`src/alu_params.svh`:
```
/*
 * ALU datapath parameters
 * Timer tap position and register file depth
 */
`ifndef ALU_PARAMS_SVH
`define ALU_PARAMS_SVH

// Bit of the timer register whose toggle gives a timer tick
// Valid from 14 to 31
`define ALU_TAP_BIT 16

// Register file depth
// Index type in alu_pkg is sized for this
`define ALU_NREGS 4

`endif

```
`src/alu_pkg.sv`:
```
/*
 * ALU datapath types
 * Operation encoding and the two views of the command word
 */
package alu_pkg;

    // Top bit picks the B column, low two bits pick the A column
    typedef enum logic [2:0] {
        near_xor = 3'b000, // D ^ ~Q
        pass_d   = 3'b001,
        near_and = 3'b010, // D & ~Q
        inv_q    = 3'b011,
        add      = 3'b100, // D + Q + cin
        shl_q    = 3'b101,
        near_ior = 3'b110, // ~D | Q
        pass_q   = 3'b111  // Q + cin
    } alu_op_e;

    typedef logic [1:0] reg_idx_t;

    // Register command, kind 0
    typedef struct packed {
        logic     kind;
        alu_op_e  op;
        logic     cin;
        reg_idx_t dst;
        reg_idx_t src_d;
        reg_idx_t src_adr;
        reg_idx_t src_qq;
        logic [2:0] spare;
    } alu_cmd_reg_t;

    // Immediate load, kind 1
    typedef struct packed {
        logic       kind;
        reg_idx_t   dst;
        logic       clr_timer;
        logic       clr_ofl;
        logic [10:0] spare;
    } alu_cmd_imm_t;

    typedef union packed {
        alu_cmd_reg_t cmd_reg;
        alu_cmd_imm_t cmd_imm;
    } alu_cmd_u;

endpackage

```
`src/alu_ctrl_if.sv`:
```
/*
 * Decoded ALU control
 * Carries one command from the decoder to register file, ALU and IRQ unit
 */
`timescale 1ns/1ns

interface alu_ctrl_if
    import alu_pkg::*;
();

    logic        valid;     // One cycle per command
    logic        is_imm;    // Immediate load form
    alu_op_e     op;
    logic        cin;
    reg_idx_t    dst;
    reg_idx_t    src_d;
    reg_idx_t    src_adr;
    reg_idx_t    src_qq;
    logic [31:0] imm_data;
    logic        clr_timer; // Only set by immediate commands
    logic        clr_ofl;

    modport decoder (output valid, is_imm, op, cin, dst, src_d, src_adr, src_qq,
                     imm_data, clr_timer, clr_ofl);

    modport datapath (input valid, is_imm, op, cin, dst, src_d, src_adr, src_qq,
                      imm_data, clr_timer, clr_ofl);

    modport irq (input valid, dst, clr_timer, clr_ofl);

endinterface

```
`src/m_alu.sv`:
```
/*
 * Two column ALU
 * A column mixes D and ADR, B column combines A with QQ
 * Also flags timer tap toggle and counter overflow on special writes
 */
`timescale 1ns/1ns
`include "alu_params.svh"

module m_alu
    import alu_pkg::*;
(
    alu_ctrl_if.datapath ctrl,
    input  logic [31:0]  d,         // First operand
    input  logic [31:0]  adr,       // Second operand of A column
    input  logic [31:0]  qq,        // Second operand of B column
    output logic [31:0]  b,         // ALU result
    output logic         carry_out,
    output logic         tap_out,   // Timer tick
    output logic         ofl_out    // Retired counter wrap
);

    logic [2:0]  op_bits;
    logic [31:0] a_col;
    logic [32:0] sum;
    logic        reg_cmd;
    logic        wr_timer;
    logic        wr_count;

    assign op_bits = ctrl.op;

    // A column
    always_comb begin
        case (op_bits[1:0])
            2'b00:   a_col = d;
            2'b01:   a_col = ~(d ^ adr);
            2'b10:   a_col = ~d & ~adr;
            default: a_col = 32'h0000_0000; // Q only ops
        endcase
    end

    // Full 33 bit add so the carry falls out of the top
    assign sum = {1'b0, a_col} + {1'b0, qq} + {32'h0000_0000, ctrl.cin};

    // B column
    assign b = op_bits[2] ? sum[31:0] : ~(a_col ^ qq);

    // No carry from the logic half
    assign carry_out = op_bits[2] & sum[32];

    // Special register writes
    assign reg_cmd  = ctrl.valid & ~ctrl.is_imm;
    assign wr_timer = reg_cmd & (ctrl.dst == 2'd3);
    assign wr_count = reg_cmd & (ctrl.dst == 2'd2);

    // Tap bit of old value against new value
    assign tap_out = wr_timer & (a_col[`ALU_TAP_BIT] ^ b[`ALU_TAP_BIT]);

    assign ofl_out = wr_count & carry_out; // Counter wrapped past bit 31

endmodule

```
`src/uop_decode.sv`:
```
/*
 * Command decoder
 * Registers the strobe and decodes either command form into ALU control
 */
`timescale 1ns/1ns

module uop_decode
    import alu_pkg::*;
(
    input  logic        clk,
    input  logic        arst_n,
    input  logic        cmd_valid,  // Single cycle strobe
    input  alu_cmd_u    cmd_word,
    input  logic [31:0] cmd_data,   // Immediate payload
    alu_ctrl_if.decoder ctrl
);

    logic     nxt_is_imm;
    alu_op_e  nxt_op;
    logic     nxt_cin;
    reg_idx_t nxt_dst;
    reg_idx_t nxt_src_d;
    reg_idx_t nxt_src_adr;
    reg_idx_t nxt_src_qq;
    logic     nxt_clr_timer;
    logic     nxt_clr_ofl;

    // Pick the union view by the kind bit
    always_comb begin
        nxt_is_imm = cmd_word.cmd_imm.kind;
        if (nxt_is_imm) begin
            // Immediate load, ALU sources parked at zero
            nxt_op        = near_xor;
            nxt_cin       = 1'b0;
            nxt_dst       = cmd_word.cmd_imm.dst;
            nxt_src_d     = 2'd0;
            nxt_src_adr   = 2'd0;
            nxt_src_qq    = 2'd0;
            nxt_clr_timer = cmd_word.cmd_imm.clr_timer;
            nxt_clr_ofl   = cmd_word.cmd_imm.clr_ofl;
        end else begin
            nxt_op        = cmd_word.cmd_reg.op;
            nxt_cin       = cmd_word.cmd_reg.cin;
            nxt_dst       = cmd_word.cmd_reg.dst;
            nxt_src_d     = cmd_word.cmd_reg.src_d;
            nxt_src_adr   = cmd_word.cmd_reg.src_adr;
            nxt_src_qq    = cmd_word.cmd_reg.src_qq;
            nxt_clr_timer = 1'b0; // Clears only from immediates
            nxt_clr_ofl   = 1'b0;
        end
    end

    always_ff @(posedge clk or negedge arst_n) begin
        if (!arst_n) begin
            ctrl.valid     <= 1'b0;
            ctrl.is_imm    <= 1'b0;
            ctrl.op        <= near_xor;
            ctrl.cin       <= 1'b0;
            ctrl.dst       <= 2'd0;
            ctrl.src_d     <= 2'd0;
            ctrl.src_adr   <= 2'd0;
            ctrl.src_qq    <= 2'd0;
            ctrl.clr_timer <= 1'b0;
            ctrl.clr_ofl   <= 1'b0;
        end else begin
            ctrl.valid <= cmd_valid;
            if (cmd_valid) begin // Hold fields between commands
                ctrl.is_imm    <= nxt_is_imm;
                ctrl.op        <= nxt_op;
                ctrl.cin       <= nxt_cin;
                ctrl.dst       <= nxt_dst;
                ctrl.src_d     <= nxt_src_d;
                ctrl.src_adr   <= nxt_src_adr;
                ctrl.src_qq    <= nxt_src_qq;
                ctrl.clr_timer <= nxt_clr_timer;
                ctrl.clr_ofl   <= nxt_clr_ofl;
            end
        end
    end

    // Payload
    always_ff @(posedge clk) begin
        if (cmd_valid)
            ctrl.imm_data <= cmd_data;
    end

endmodule

```
`src/reg_file.sv`:
```
/*
 * Register file
 * Four words, three combinational reads, one write per command
 * Register 2 is the retired counter and register 3 the timer
 */
`timescale 1ns/1ns
`include "alu_params.svh"

module reg_file (
    input  logic         clk,
    input  logic         arst_n,
    alu_ctrl_if.datapath ctrl,
    input  logic [31:0]  wdata_alu,    // ALU result
    input  logic         alu_carry,
    output logic [31:0]  rd_d,
    output logic [31:0]  rd_adr,
    output logic [31:0]  rd_qq,
    output logic [31:0]  result,       // Value last written
    output logic         result_carry,
    output logic         result_valid
);

    logic [31:0] regs [`ALU_NREGS];
    logic [31:0] wdata;

    // Read ports
    assign rd_d   = regs[ctrl.src_d];
    assign rd_adr = regs[ctrl.src_adr];
    assign rd_qq  = regs[ctrl.src_qq];

    assign wdata = ctrl.is_imm ? ctrl.imm_data : wdata_alu;

    always_ff @(posedge clk or negedge arst_n) begin
        if (!arst_n) begin
            for (int i = 0; i < `ALU_NREGS; i++)
                regs[i] <= 32'h0000_0000;
        end else if (ctrl.valid) begin
            regs[ctrl.dst] <= wdata;
        end
    end

    // Result stage, one cycle after the write
    always_ff @(posedge clk or negedge arst_n) begin
        if (!arst_n) begin
            result       <= 32'h0000_0000;
            result_carry <= 1'b0;
            result_valid <= 1'b0;
        end else begin
            result_valid <= ctrl.valid;
            if (ctrl.valid) begin
                result       <= wdata;
                result_carry <= alu_carry & ~ctrl.is_imm; // No carry on loads
            end
        end
    end

endmodule

```
`src/timer_irq.sv`:
```
/*
 * Counter interrupt flags
 * Sticky timer tick and counter overflow, cleared by immediate commands
 */
`timescale 1ns/1ns

module timer_irq (
    input  logic    clk,
    input  logic    arst_n,
    alu_ctrl_if.irq ctrl,
    input  logic    tap_pulse,  // From ALU tap detect
    input  logic    ofl_pulse,  // From ALU carry on register 2
    output logic    irq_timer,
    output logic    irq_ofl
);

    logic clr_timer;
    logic clr_ofl;

    // Clear bits are zero for register commands
    assign clr_timer = ctrl.valid & ctrl.clr_timer;
    assign clr_ofl   = ctrl.valid & ctrl.clr_ofl;

    // Set has priority over clear
    always_ff @(posedge clk or negedge arst_n) begin
        if (!arst_n) begin
            irq_timer <= 1'b0;
            irq_ofl   <= 1'b0;
        end else begin
            if (tap_pulse)
                irq_timer <= 1'b1;
            else if (clr_timer)
                irq_timer <= 1'b0;

            if (ofl_pulse)
                irq_ofl <= 1'b1;
            else if (clr_ofl)
                irq_ofl <= 1'b0;
        end
    end

endmodule

```
`src/alu_datapath_top.sv`:
```
/*
 * ALU datapath slice
 * Command decode, register file, ALU and counter interrupts
 * Two cycles from command strobe to result strobe
 */
`timescale 1ns/1ns

module alu_datapath_top (
    input  logic        clk,
    input  logic        arst_n,
    input  logic        cmd_valid,
    input  logic [15:0] cmd_word,
    input  logic [31:0] cmd_data,
    output logic        result_valid,
    output logic [31:0] result,
    output logic        result_carry,
    output logic        irq_timer,
    output logic        irq_ofl
);

    logic [31:0] rd_d;
    logic [31:0] rd_adr;
    logic [31:0] rd_qq;
    logic [31:0] alu_b;
    logic        alu_carry;
    logic        alu_tap;
    logic        alu_ofl;

    alu_ctrl_if ctrl_if ();

    uop_decode u_decode (
        .clk       (clk),
        .arst_n    (arst_n),
        .cmd_valid (cmd_valid),
        .cmd_word  (cmd_word),  // Raw word into the union
        .cmd_data  (cmd_data),
        .ctrl      (ctrl_if.decoder)
    );

    reg_file u_regs (
        .clk          (clk),
        .arst_n       (arst_n),
        .ctrl         (ctrl_if.datapath),
        .wdata_alu    (alu_b),
        .alu_carry    (alu_carry),
        .rd_d         (rd_d),
        .rd_adr       (rd_adr),
        .rd_qq        (rd_qq),
        .result       (result),
        .result_carry (result_carry),
        .result_valid (result_valid)
    );

    m_alu u_alu (
        .ctrl      (ctrl_if.datapath),
        .d         (rd_d),
        .adr       (rd_adr),
        .qq        (rd_qq),
        .b         (alu_b),
        .carry_out (alu_carry),
        .tap_out   (alu_tap),
        .ofl_out   (alu_ofl)
    );

    timer_irq u_irq (
        .clk       (clk),
        .arst_n    (arst_n),
        .ctrl      (ctrl_if.irq),
        .tap_pulse (alu_tap),
        .ofl_pulse (alu_ofl),
        .irq_timer (irq_timer),
        .irq_ofl   (irq_ofl)
    );

endmodule

```
`config.mk`:
```
export PLATFORM = sky130hd
export DESIGN_NAME = alu_datapath_top
export DESIGN_NICKNAME = d
export VERILOG_FILES = /design/src/alu_pkg.sv /design/src/alu_ctrl_if.sv /design/src/m_alu.sv /design/src/uop_decode.sv /design/src/reg_file.sv /design/src/timer_irq.sv /design/src/alu_datapath_top.sv
export VERILOG_INCLUDE_DIRS = /design/src /design/src/src
export SDC_FILE = /design/constraint.sdc
export NUM_CORES = 1
export LEC_CHECK = 0
export ABC_AREA = 0
export ABC_CLOCK_PERIOD_IN_PS = 4100
export CORE_MARGIN = 4
export CORE_UTILIZATION = 47
export CTS_CLUSTER_DIAMETER = 120
export DETAILED_ROUTE_END_ITERATION = 12
export DONT_BUFFER_PORTS = 1
export GPL_ROUTABILITY_DRIVEN = 1
export SYNTH_ARGS = -nofsm -noshare
export SYNTH_HDL_FRONTEND = slang
export SYNTH_SLANG_ARGS = --single-unit
```
`constraint.sdc`:
```
create_clock -name clk -period 4.1 [get_ports clk]
set_clock_uncertainty 0.15 [all_clocks]
set_input_delay 0.205 -clock clk [delete_from_list [all_inputs] [get_ports clk]]
set_output_delay 0.205 -clock clk [all_outputs]
set_load 0.02 [all_outputs]
```
## Yosys cells after proc, flatten, opt, wreduce, memory -nomap -nowiden

Cells that the tools add are included.

- Flip-flop bits (word level): 212
- Output and inout bits: 36

- $lt $le $gt $ge: 5
- Equal/unequal tests: 4
- Mux-type cells: 27
- $add $sub $neg: 2
- Bitwise operators: 22
- Reductions and logical operators: 4

Operator list:

| kind | count |
|---|---|
| 32-bit 2-to-1 mux | 9 |
| 32-bit binary-select mux with 2-bit select | 3 |
| 128-bit bitwise mux | 1 |
| 32-bit inverter | 4 |
| 32-bit case mux with 3 select lines | 1 |
| 32-bit demux with 2-bit select | 1 |
| 32-bit XOR | 2 |
| 32-bit by 32-bit adder with 33-bit output | 1 |
| 33-bit by 1-bit adder with 33-bit output | 1 |
| 32-bit bitwise AND | 1 |
| 3-bit greater-or-equal comparator (second input constant) | 4 |
| 2-bit inverter with 3-bit output | 4 |
| 1-bit bitwise AND | 9 |
| 2-bit 2-to-1 mux | 4 |
| 1-bit 2-to-1 mux | 7 |
| 2-bit == test (second input constant) | 3 |
| 2-bit nonzero test | 2 |
| 3-bit by 1-bit less-than comparator with 1-bit output (second input constant) | 1 |
| 3-bit 2-to-1 mux | 1 |
| 2-bit by 1-bit == test with 1-bit output (second input constant) | 1 |
| 2-bit logical NOT | 1 |
| 1-bit logical AND | 1 |
| 1-bit inverter | 1 |
| 1-bit XOR | 1 |

## Logic depth before layout (Yosys ltp)

Gate-level depths: netlist of run 1.

- Word-level depth: 13
- Mapped depth: 18
- Gate-level depth less buffers: 15

## Hierarchy

A second synthesis of run 1 with hierarchy kept.

- Cells, all modules: 1066
- Area total of the unflattened synthesis: 13704.4 um^2

By module, submodules not included:

| module | sequential area each (um^2) | area an instance (um^2) | instances | cells an instance |
|---|---|---|---|---|
| reg_file | 4053.9 | 8764.7 | 1 | 501 |
| m_alu | 0.0 | 3220.6 | 1 | 464 |
| uop_decode | 1361.3 | 1646.6 | 1 | 95 |
| timer_irq | 50.0 | 72.6 | 1 | 6 |

## Least setup slack after synthesis of run 1

Ideal clock, no wire load.

- Path type: register to register
- Start: register u_decode.ctrl.src_adr[0]
- End: register u_regs.result[22]
- Arrival time: 4071 ps
- Buffers on the path: 2
- Clock period less this slack: 4358 ps
- Setup time: 137 ps
- Stages on the path, launching flop included: 16
- Slack: -258 ps
- Cells stage by stage: dfrtp_1 -> clkbuf_1 -> buf_1 -> mux4_2 -> inv_1 -> ha_1 -> o22ai_1 -> ha_1 -> a21o_2 -> a31oi_4 -> o2111ai_2 -> or2_1 -> o21a_1 -> or3_1 -> a31oi_2 -> a21oi_1

- Word-level cells in the longest chain between the ends: 11
- Elaborated cells between the ends (all ways): 15
- Classes of those cells: add/sub: 2; mux: 6; bitwise: 7

RTL lines:

| item | line | source |
|---|---|---|
| start, declared | alu_ctrl_if.sv:23 | `modport decoder (output valid, is_imm, op, cin, dst, src_d, src_adr, src_qq,` |
| start signal, assigned | uop_decode.sv:73 | `ctrl.src_adr <= nxt_src_adr;` |
| 2-bit inverter with 3-bit output (implied by the code) * | reg_file.sv:28 | `assign rd_adr = regs[ctrl.src_adr];` |
| 32-bit binary-select mux with 2-bit select * | reg_file.sv:28 |  |
| 32-bit 2-to-1 mux (implied by the code) * (2 in a row) | reg_file.sv:28 |  |
| 32-bit inverter or 32-bit XOR (tied branches) | m_alu.sv:36, m_alu.sv:35 |  |
| 32-bit bitwise AND or 32-bit inverter (tied branches) | m_alu.sv:36, m_alu.sv:35 |  |
| 32-bit case mux with 3 select lines * | m_alu.sv:33 | `case (op_bits[1:0])` |
| 32-bit by 32-bit adder with 33-bit output or 32-bit XOR (tied branches) | m_alu.sv:42, m_alu.sv:45 |  |
| 33-bit by 1-bit adder with 33-bit output or 32-bit inverter (tied branches) | m_alu.sv:42, m_alu.sv:45 |  |
| 32-bit 2-to-1 mux * | m_alu.sv:45 | `assign b = op_bits[2] ? sum[31:0] : ~(a_col ^ qq);` |
| 32-bit 2-to-1 mux * | reg_file.sv:31 | `assign wdata = ctrl.is_imm ? ctrl.imm_data : wdata_alu;` |
| end signal, assigned | reg_file.sv:51 | `result <= wdata;` |
| end, declared | reg_file.sv:18 | `output logic [31:0] result,` |

Mark *: on every way between the ends. The rest lies on a longest branch, timed or not. The select of a mux whose other input is x is not followed.
A chain may end at the register's enable or synchronous reset.

## Worst setup path after layout of run 1

- Start: register u_decode.ctrl.src_d[0]
- End: register u_regs.regs[111] (netlist bit)

- Word-level cells in the longest chain between the ends: 12
- Elaborated cells between the ends (all ways): 16
- Classes of those cells: add/sub: 2; mux: 7; bitwise: 7

RTL lines:

| item | line | source |
|---|---|---|
| start, declared | alu_ctrl_if.sv:23 |  |
| start signal, assigned | uop_decode.sv:72 | `ctrl.src_d <= nxt_src_d;` |
| 2-bit inverter with 3-bit output (implied by the code) * | reg_file.sv:27 | `assign rd_d = regs[ctrl.src_d];` |
| 32-bit binary-select mux with 2-bit select * | reg_file.sv:27 |  |
| 32-bit 2-to-1 mux (implied by the code) * (2 in a row) | reg_file.sv:27 |  |
| 32-bit inverter or 32-bit XOR (tied branches) | m_alu.sv:36, m_alu.sv:35 |  |
| 32-bit bitwise AND or 32-bit inverter (tied branches) | m_alu.sv:36, m_alu.sv:35 |  |
| 32-bit case mux with 3 select lines * | m_alu.sv:33 |  |
| 32-bit by 32-bit adder with 33-bit output or 32-bit XOR (tied branches) | m_alu.sv:42, m_alu.sv:45 |  |
| 33-bit by 1-bit adder with 33-bit output or 32-bit inverter (tied branches) | m_alu.sv:42, m_alu.sv:45 |  |
| 32-bit 2-to-1 mux * | m_alu.sv:45 |  |
| 32-bit 2-to-1 mux * | reg_file.sv:31 |  |
| 128-bit bitwise mux * | reg_file.sv:38 | `regs[ctrl.dst] <= wdata;` |
| end signal, assigned by index | reg_file.sv:38 |  |
| end, declared | reg_file.sv:23 | `` logic [31:0] regs [`ALU_NREGS]; `` |

Marked as above.

==> results of run 1 <==
==> registers in the layout, summed over array words and instances (netlist names) <==
signal,flops
u_decode.ctrl.op,3
u_decode.ctrl.is_imm,1
u_decode.ctrl.clr_timer,1
u_irq.irq_ofl,1
u_decode.ctrl.cin,1
u_decode.ctrl.src_adr,2
u_decode.ctrl.valid,1
u_regs.result_valid,1
u_decode.ctrl.imm_data,32
u_decode.ctrl.clr_ofl,1
u_decode.ctrl.src_d,2
u_decode.ctrl.dst,2
u_regs.result_carry,1
u_regs.result,32
u_decode.ctrl.src_qq,2
u_regs.regs,128
u_irq.irq_timer,1
==> how the worst max path moves through the flow <==
| stage | to | slack, ns | cells after the start |
|---|---|---|---|
| detailed placement | u_irq.irq_ofl$_DFFE_PN0P_ | -0.30 | 16 |
| finish | u_regs.regs[111]$_DFFE_PN0P_ | -0.0003 | 18 |
| CTS | u_regs.regs[115]$_DFFE_PN0P_ | -0.02 | 17 |
| global route | u_regs.result[22]$_DFFE_PN0P_ | -0.16 | 16 |
| global placement | u_irq.irq_ofl$_DFFE_PN0P_ | -0.26 | 16 |
| floorplan | u_regs.regs[26]$_DFFE_PN0P_ | 0.07 | 15 |
==> power breakdown <==
group	switching [mW]	leakage, nW	internal (mW)
registers	0.963	2.51	2.95
logic	4.34	4.44	4.16
clock network	0.938	0.397	1.30
==> per-layer routing <==
layer,wire [um],GRT usage,up-vias
met5,0,0,-
met4,1019,0.05948,0
met3,2465,0.04345,65
met2,19370,0.3957,352
met1,17550,0.3546,5636
li1,-,-,5219
==> logic make-up after synthesis <==
| logic type | share of synthesized area |
|---|---|
| xor+xnor | 0.01338 |
| buf+inv | 0.05396 |
| flops | 0.4001 |
| compound gates | 0.1596 |
| fa+ha+maj | 0.06156 |
| simple gates | 0.1112 |
| mux | 0.2002 |
==> cell type report <==
class | instances | area, um^2
Timing Repair Buffer | 213 | 1961
Multi-Input combinational cell | 949 | 8265
Inverter | 93 | 349.1
Fill cell | 2395 | 11350
Clock inverter | 17 | 150.1
Clock buffer | 28 | 668.1
Sequential cell | 212 | 5474
Tap cell | 384 | 480.5
==> cell usage in the layout, fill, tap and decap left out, types with 5 or more instances in the layout <==
cell,instances
sky130_fd_sc_hd__a211oi_2,5
sky130_fd_sc_hd__a21o_1,12
sky130_fd_sc_hd__a21oi_1,77
sky130_fd_sc_hd__a21oi_2,14
sky130_fd_sc_hd__a31oi_1,9
sky130_fd_sc_hd__and2_1,10
sky130_fd_sc_hd__and3_1,5
sky130_fd_sc_hd__buf_12,9
sky130_fd_sc_hd__buf_4,131
sky130_fd_sc_hd__buf_6,11
sky130_fd_sc_hd__clkbuf_16,28
sky130_fd_sc_hd__clkinv_2,7
sky130_fd_sc_hd__dfrtp_1,175
sky130_fd_sc_hd__dlygate4sd3_1,58
sky130_fd_sc_hd__edfxtp_1,32
sky130_fd_sc_hd__ha_1,46
sky130_fd_sc_hd__ha_2,7
sky130_fd_sc_hd__ha_4,11
sky130_fd_sc_hd__inv_1,81
sky130_fd_sc_hd__inv_2,11
sky130_fd_sc_hd__mux2i_1,48
sky130_fd_sc_hd__mux4_2,96
sky130_fd_sc_hd__nand2_1,160
sky130_fd_sc_hd__nand2_2,6
sky130_fd_sc_hd__nand3_1,12
sky130_fd_sc_hd__nand3b_1,13
sky130_fd_sc_hd__nand4_1,6
sky130_fd_sc_hd__nor2_1,86
sky130_fd_sc_hd__nor3_1,16
sky130_fd_sc_hd__o21a_1,6
sky130_fd_sc_hd__o21ai_0,108
sky130_fd_sc_hd__o21ai_1,32
sky130_fd_sc_hd__o21ai_2,9
sky130_fd_sc_hd__o22ai_1,22
sky130_fd_sc_hd__o22ai_2,7
sky130_fd_sc_hd__o31ai_1,5
sky130_fd_sc_hd__xnor2_1,11
==> stage by stage <==
stage / setup WS [ns] / cell area (um^2) / utilization
2_1_floorplan: 0.06950 / 13660 / -
3_3_place_gp: -0.2613 / 14710 / 0.5125
3_5_place_dp: -0.2989 / 14710 / 0.5125
4_1_cts: -0.02052 / 16310 / 0.5683
5_1_grt: -0.1556 / 17350 / 0.6044
6_report: -0.0003344 / 17350 / 0.6044
==> timing repair <==
| item | 4_1_cts | 5_1_grt |
|---|---|---|
| resized for setup | 29 | 169 |
| gates cloned | 0 | 2 |
| hold endpoints to repair | 260 | 180 |
| setup buffers | 5 | 33 |
| setup endpoints to repair | 99 | 119 |
| pin swaps | 12 | 68 |
==> results.toml, run 1 <==
[route]
firstDrtPassIters = 6
routed-via-count = 11270
detail_route.drc_violations = 0
postRouteWirelength_mm = 40.41
ant_nets = 0
drt-initial-drc-count = 934
viasPerCell = 5.945
route.detailed.wl_per_inst_um = 21.31

[critical_path]
worstReg2RegStart = "u_decode.ctrl.src_d[0]$_DFFE_PN0P_"
crit_path_start = "u_decode.ctrl.src_d[0]$_DFFE_PN0P_"
cp_max_fo = 5
reg2reg_depth = 18
r2r_slack_ns = -0.0003
worstSetupPathType = "register to register"
critical_path.top_delay_family = "compound AO/OA/AOI/OAI gates"
critical-path-top-cell-by-count = "sky130_fd_sc_hd__buf_4"
cp-start-kind = "register"
critPathCaptureType = "register"
critical_path_buf_inv_count = 6
worst_r2r_endpoint = "u_regs.regs[111]$_DFFE_PN0P_"
path_cells = "buf_8 -> buf_4 -> mux4_2 -> inv_2 -> ha_1 -> o22ai_2 -> ha_1 -> nor2b_4 -> o2111ai_4 -> buf_6 -> buf_4 -> a21oi_4 -> o21bai_2 -> a21boi_2 -> or4_1 -> a31oi_1 -> buf_4 -> o21ai_2"
timing.critical_path.arrival_ns = 4.34
required_ns = 4.34
crit_path_top_delay_cell = "sky130_fd_sc_hd__mux4_2"
slowest_delay_ns = 0.51

[synthesis]
yosysUniqueCellTypes = 76
synth.cells.most_frequent = "180 x sky130_fd_sc_hd__dfrtp_1, 166 x sky130_fd_sc_hd__nand2_1, 142 x sky130_fd_sc_hd__o21ai_0"
synth.most_common_cell = "sky130_fd_sc_hd__dfrtp_1"
postSynth.asyncResetShare = 0.8491
post_synthesis_register_bit_count = 212
netlist_top_cells_area = "sky130_fd_sc_hd__dfrtp_1 33%, sky130_fd_sc_hd__mux4_2 16%, sky130_fd_sc_hd__edfxtp_1 7.0%"
syn_inst = 1351
synth_area_per_cell_um2 = 10.11
synthDominantCellAreaShare = 0.3298
synth_edf_count = 32
synth-seq-area-share = 0.4001
postSynthNetCount = 1468
netlist.top_cell.by_area = "sky130_fd_sc_hd__dfrtp_1"
mappedNetlistArea_mm2 = 0.01366
count_of_yosys_warnings_during_synthesis = 0
synth_top_flop_cell = "sky130_fd_sc_hd__dfrtp_1"

[clock_network]
cts_made_buffers = 25
clock_tree.root_cell = "sky130_fd_sc_hd__clkbuf_16"
clk_transition_reported_paths_ns = 0.06
count_of_h_tree_levels_built_during_cts = 1
number_of_clock_sinks = 212
tritoncts = "done"
cts_max_path_buffers = 3
post_cts_hold_buffer_count = 59
insertion_delay_ns = 0.53

[run]
maxcap_viol_count = 0

[final_layout]
num_antenna_cells = 0
post_layout_instance_count_excluding_filler_cells = 1896
finalNetCount = 1611
drive_gt1_frac = 0.2857
flow.area_growth_from_synthesis_pct = 27.02

[sta]
layout_setup_ws_ns = -0.0003344
slew_headroom = 0.2244
highest_achievable_clock_rate_mhz = 243.9
transition_time_of_the_tightest_slew_check_pin_ns = 1.162
final.setup.tns_ns = -0.0003344
hold-worst-slack_ns = -0.7772
maxSlewViolCount = 0
report.final.setup_viol = 1
finalWorstPathRequiredPeriod_ns = 4.100
final_report_hold_violation_count = 180
final.period_utilization = 1.000
setup_repair_after_global_routing_missed_its_margin = "true"

[die]
die-area_mm2 = 0.03185
row_count = 62
chipWidth_um = 178.5
initial_utilization = 0.4759
placeable_core_area_mm2 = 0.02870
io_pins = 87
dieHeight_um = 178.5

[grt]
antenna_violations_before_repair = 0
gr-usage-all-layers = 0.2476
grt_start_max_net_pins = 181
grt_pass1_wl_mm = 61.74
number_of_global_route_vias_before_repair = 10920
globalRouteOverflowTotal = 0

[placed_design]
portBuffers = 0
post-dp-hpwl_mm = 25.63
dp.cells = 1752
gp_congestion = 0.9076

[power_and_ir_drop]
totalPowerFinal_mw = 14.66
power_density_mw_per_mm2 = 844.9
worst_ir_drop_vdd_mv = 0.3866
static_leak_nw = 7.352

[min_path]
timing.hold.worst.class = "input port to async pin"

[run_status]
status = "complete, but fails checks"
failed_checks = "negative hold slack, negative setup slack"
(Power assumes the default switching activity.)
==> run 2, diff against run 1 <==
- CORE_ASPECT_RATIO: default -> 0.5
==> run 2 against run 1 <==
  * Setup slack got worse by 0.069 ns
  * Design area decreased by 1.2%
  * The run still ends with negative hold slack, negative setup slack left
  * Sequential cell count unchanged
  * Global-route usage decreased by 0.36 points
  * Critical path type unchanged
==> results.toml, run 2 (synthesis gave the netlist of run 1 again) <==
[final_layout]
drive_gt1_frac = 0.2868
most_common_cell_after_layout_fill_and_taps_aside = "sky130_fd_sc_hd__dfrtp_1"
final_cell_mix = "175 x sky130_fd_sc_hd__dfrtp_1, 162 x sky130_fd_sc_hd__nand2_1, 108 x sky130_fd_sc_hd__buf_4"
largest_register_ffs = 128
top_regs = "u_regs.regs x128, u_decode.ctrl.imm_data x32, u_regs.result x32"
finalNetCount = 1585
register_containing_the_most_flip_flops_in_the_final_layout = "u_regs.regs"
final_core_utilization = 0.6094
flow.area_growth_from_synthesis_pct = 25.55
num_antenna_cells = 0

[clock_network]
insertion_delay_ns = 0.54
post_cts_hold_buffer_count = 53
number_of_clock_sinks = 212
count_of_h_tree_levels_built_during_cts = 1
clock_tree.root_cell = "sky130_fd_sc_hd__clkbuf_16"
cts_made_buffers = 22
cts_max_path_buffers = 3
tritoncts = "done"
clk_transition_reported_paths_ns = 0.06

[die]
dieHeight_um = 128.5
die-area_mm2 = 0.03202
chipWidth_um = 249.1
placeable_core_area_mm2 = 0.02814
row_count = 43
initial_utilization = 0.4854
io_pins = 87

[critical_path]
worstReg2RegStart = "u_decode.ctrl.src_adr[0]$_DFFE_PN0P_"
r2r_slack_ns = -0.07
cp-start-kind = "register"
crit_path_start = "u_decode.ctrl.src_adr[0]$_DFFE_PN0P_"
required_ns = 4.41
critPathCaptureType = "register"
timing.critical_path.arrival_ns = 4.47
worstSetupPathType = "register to register"
cp_max_fo = 5
crit_path_end = "u_regs.regs[61]$_DFFE_PN0P_"
worst_r2r_endpoint = "u_regs.regs[61]$_DFFE_PN0P_"
reg2reg_depth = 16

[route]
firstDrtPassIters = 5
ant_nets = 0
postRouteWirelength_mm = 40.53
detail_route.drc_violations = 0
route.detailed.wl_per_inst_um = 21.75
viasPerCell = 6.030
drt-initial-drc-count = 858
routed-via-count = 11240

[power_and_ir_drop]
power_density_mw_per_mm2 = 836.4
pwr-share-clk = 0.136
worst_ir_drop_vdd_mv = 0.3448
power.sequential.fraction = 0.272
static_leak_nw = 7.260
netSwitchingFraction = 0.4343
internal-power_mw = 8.113
power.combinational.fraction = 0.593
power_switching_mw = 6.229

[sta]
final_report_hold_violation_count = 180
transition_time_of_the_tightest_slew_check_pin_ns = 1.149
highest_achievable_clock_rate_mhz = 239.9
slew_headroom = 0.2332
setup_repair_after_global_routing_missed_its_margin = "true"
hold-worst-slack_ns = -0.7758
finalWorstPathRequiredPeriod_ns = 4.169
maxSlewViolCount = 0
report.final.setup_viol = 16
final.period_utilization = 1.017
layout_setup_ws_ns = -0.06925

[min_path]
timing.hold.worst.class = "input port to async pin"

[grt]
gr-usage-all-layers = 0.2440
grt_start_max_net_pins = 181
number_of_global_route_vias_before_repair = 11200
antenna_violations_before_repair = 0
grt_pass1_wl_mm = 62.32
globalRouteOverflowTotal = 0

[run_status]
failed_checks = "negative hold slack, negative setup slack"
status = "complete, but fails checks"

[placed_design]
post-dp-hpwl_mm = 26.00
gp_congestion = 0.8779
portBuffers = 0

[run]
maxcap_viol_count = 0
[run 2: final cells by class]
type                    instances  area [um^2]
clock buffers                  32        628.1
clock inverters                 6        50.05
fillers                      2263        10990
inverters                      93        349.1
multi-input cells             949         8318
flip-flops and latches        212         5472
well taps                     382        478.0
repair buffers                190         1853
[run 2: worst min-delay path by stage]
stage                                         to  slack, ns
2_1_floorplan      u_decode.ctrl.cin$_DFFE_PN0P_      -0.24
3_3_place_gp       u_regs.result_valid$_DFF_PN0_      -0.23
3_5_place_dp       u_regs.result_valid$_DFF_PN0_      -0.23
4_1_cts            u_regs.result[29]$_DFFE_PN0P_      -0.80
5_1_grt        u_decode.ctrl.clr_ofl$_DFFE_PN0P_      -0.80
6_report           u_regs.result_valid$_DFF_PN0_      -0.78
[run 2: repair_timing]
item	in CTS	in global routing
resized for setup	43	192
setup endpoints to repair	101	117
hold endpoints to repair	260	180
buffers inserted	10	23
gates cloned	0	3
pin swaps	15	54
[run 2: through the flow]
step / cells / area, um^2 / TNS, ns / setup slack, ns / power [mW]
4_1_cts: 1841 / 16100 / -0.06241 / -0.02117 / 12.98
5_1_grt: 1864 / 17150 / -8.924 / -0.2094 / 15.35
6_report: 1864 / 17150 / -0.4424 / -0.06925 / 14.34
2_1_floorplan: 1351 / 13660 / 0 / 0.06950 / 8.384
3_5_place_dp: 1740 / 14620 / -12.98 / -0.7117 / 10.70
3_3_place_gp: 1740 / 14620 / -7.594 / -0.6349 / 10.45
[run 2: power groups by stage]
stage	registers, mW	logic, mW	clock network [mW]
after floorplan	3.65	4.74	0
after global placement	3.83	6.62	0
after detailed placement	3.90	6.79	0
after CTS	3.87	7.13	1.98
after global routing	4.00	9.27	2.07
final	3.90	8.50	1.95
[run 2: critical path: stages, from the launching register on]
cell and delay, ns:
sky130_fd_sc_hd__dfrtp_2 0.41, sky130_fd_sc_hd__buf_12 0.15, sky130_fd_sc_hd__buf_12 0.13, sky130_fd_sc_hd__mux4_2 0.50, sky130_fd_sc_hd__inv_2 0.06, sky130_fd_sc_hd__ha_1 0.23, sky130_fd_sc_hd__o22ai_2 0.19, sky130_fd_sc_hd__ha_1 0.26
sky130_fd_sc_hd__nor2b_1 0.16, sky130_fd_sc_hd__o2111ai_2 0.33, sky130_fd_sc_hd__a211oi_2 0.14, sky130_fd_sc_hd__o21ai_2 0.30, sky130_fd_sc_hd__nand4_1 0.25, sky130_fd_sc_hd__buf_4 0.21, sky130_fd_sc_hd__a21o_1 0.15, sky130_fd_sc_hd__mux2_4 0.30
sky130_fd_sc_hd__a31oi_1 0.18
[run 2: layer usage]
metal / vias to the layer above / wire [um] / global-route usage / share of wire
li1: 5167 / - / - / -
met1: 5673 / 18440 / 0.3479 / 0.46
met2: 335 / 18830 / 0.3972 / 0.46
met3: 65 / 2476 / 0.04807 / 0.061
met4: 0 / 787 / 0.04948 / 0.019
met5: - / 0 / 0 / 0
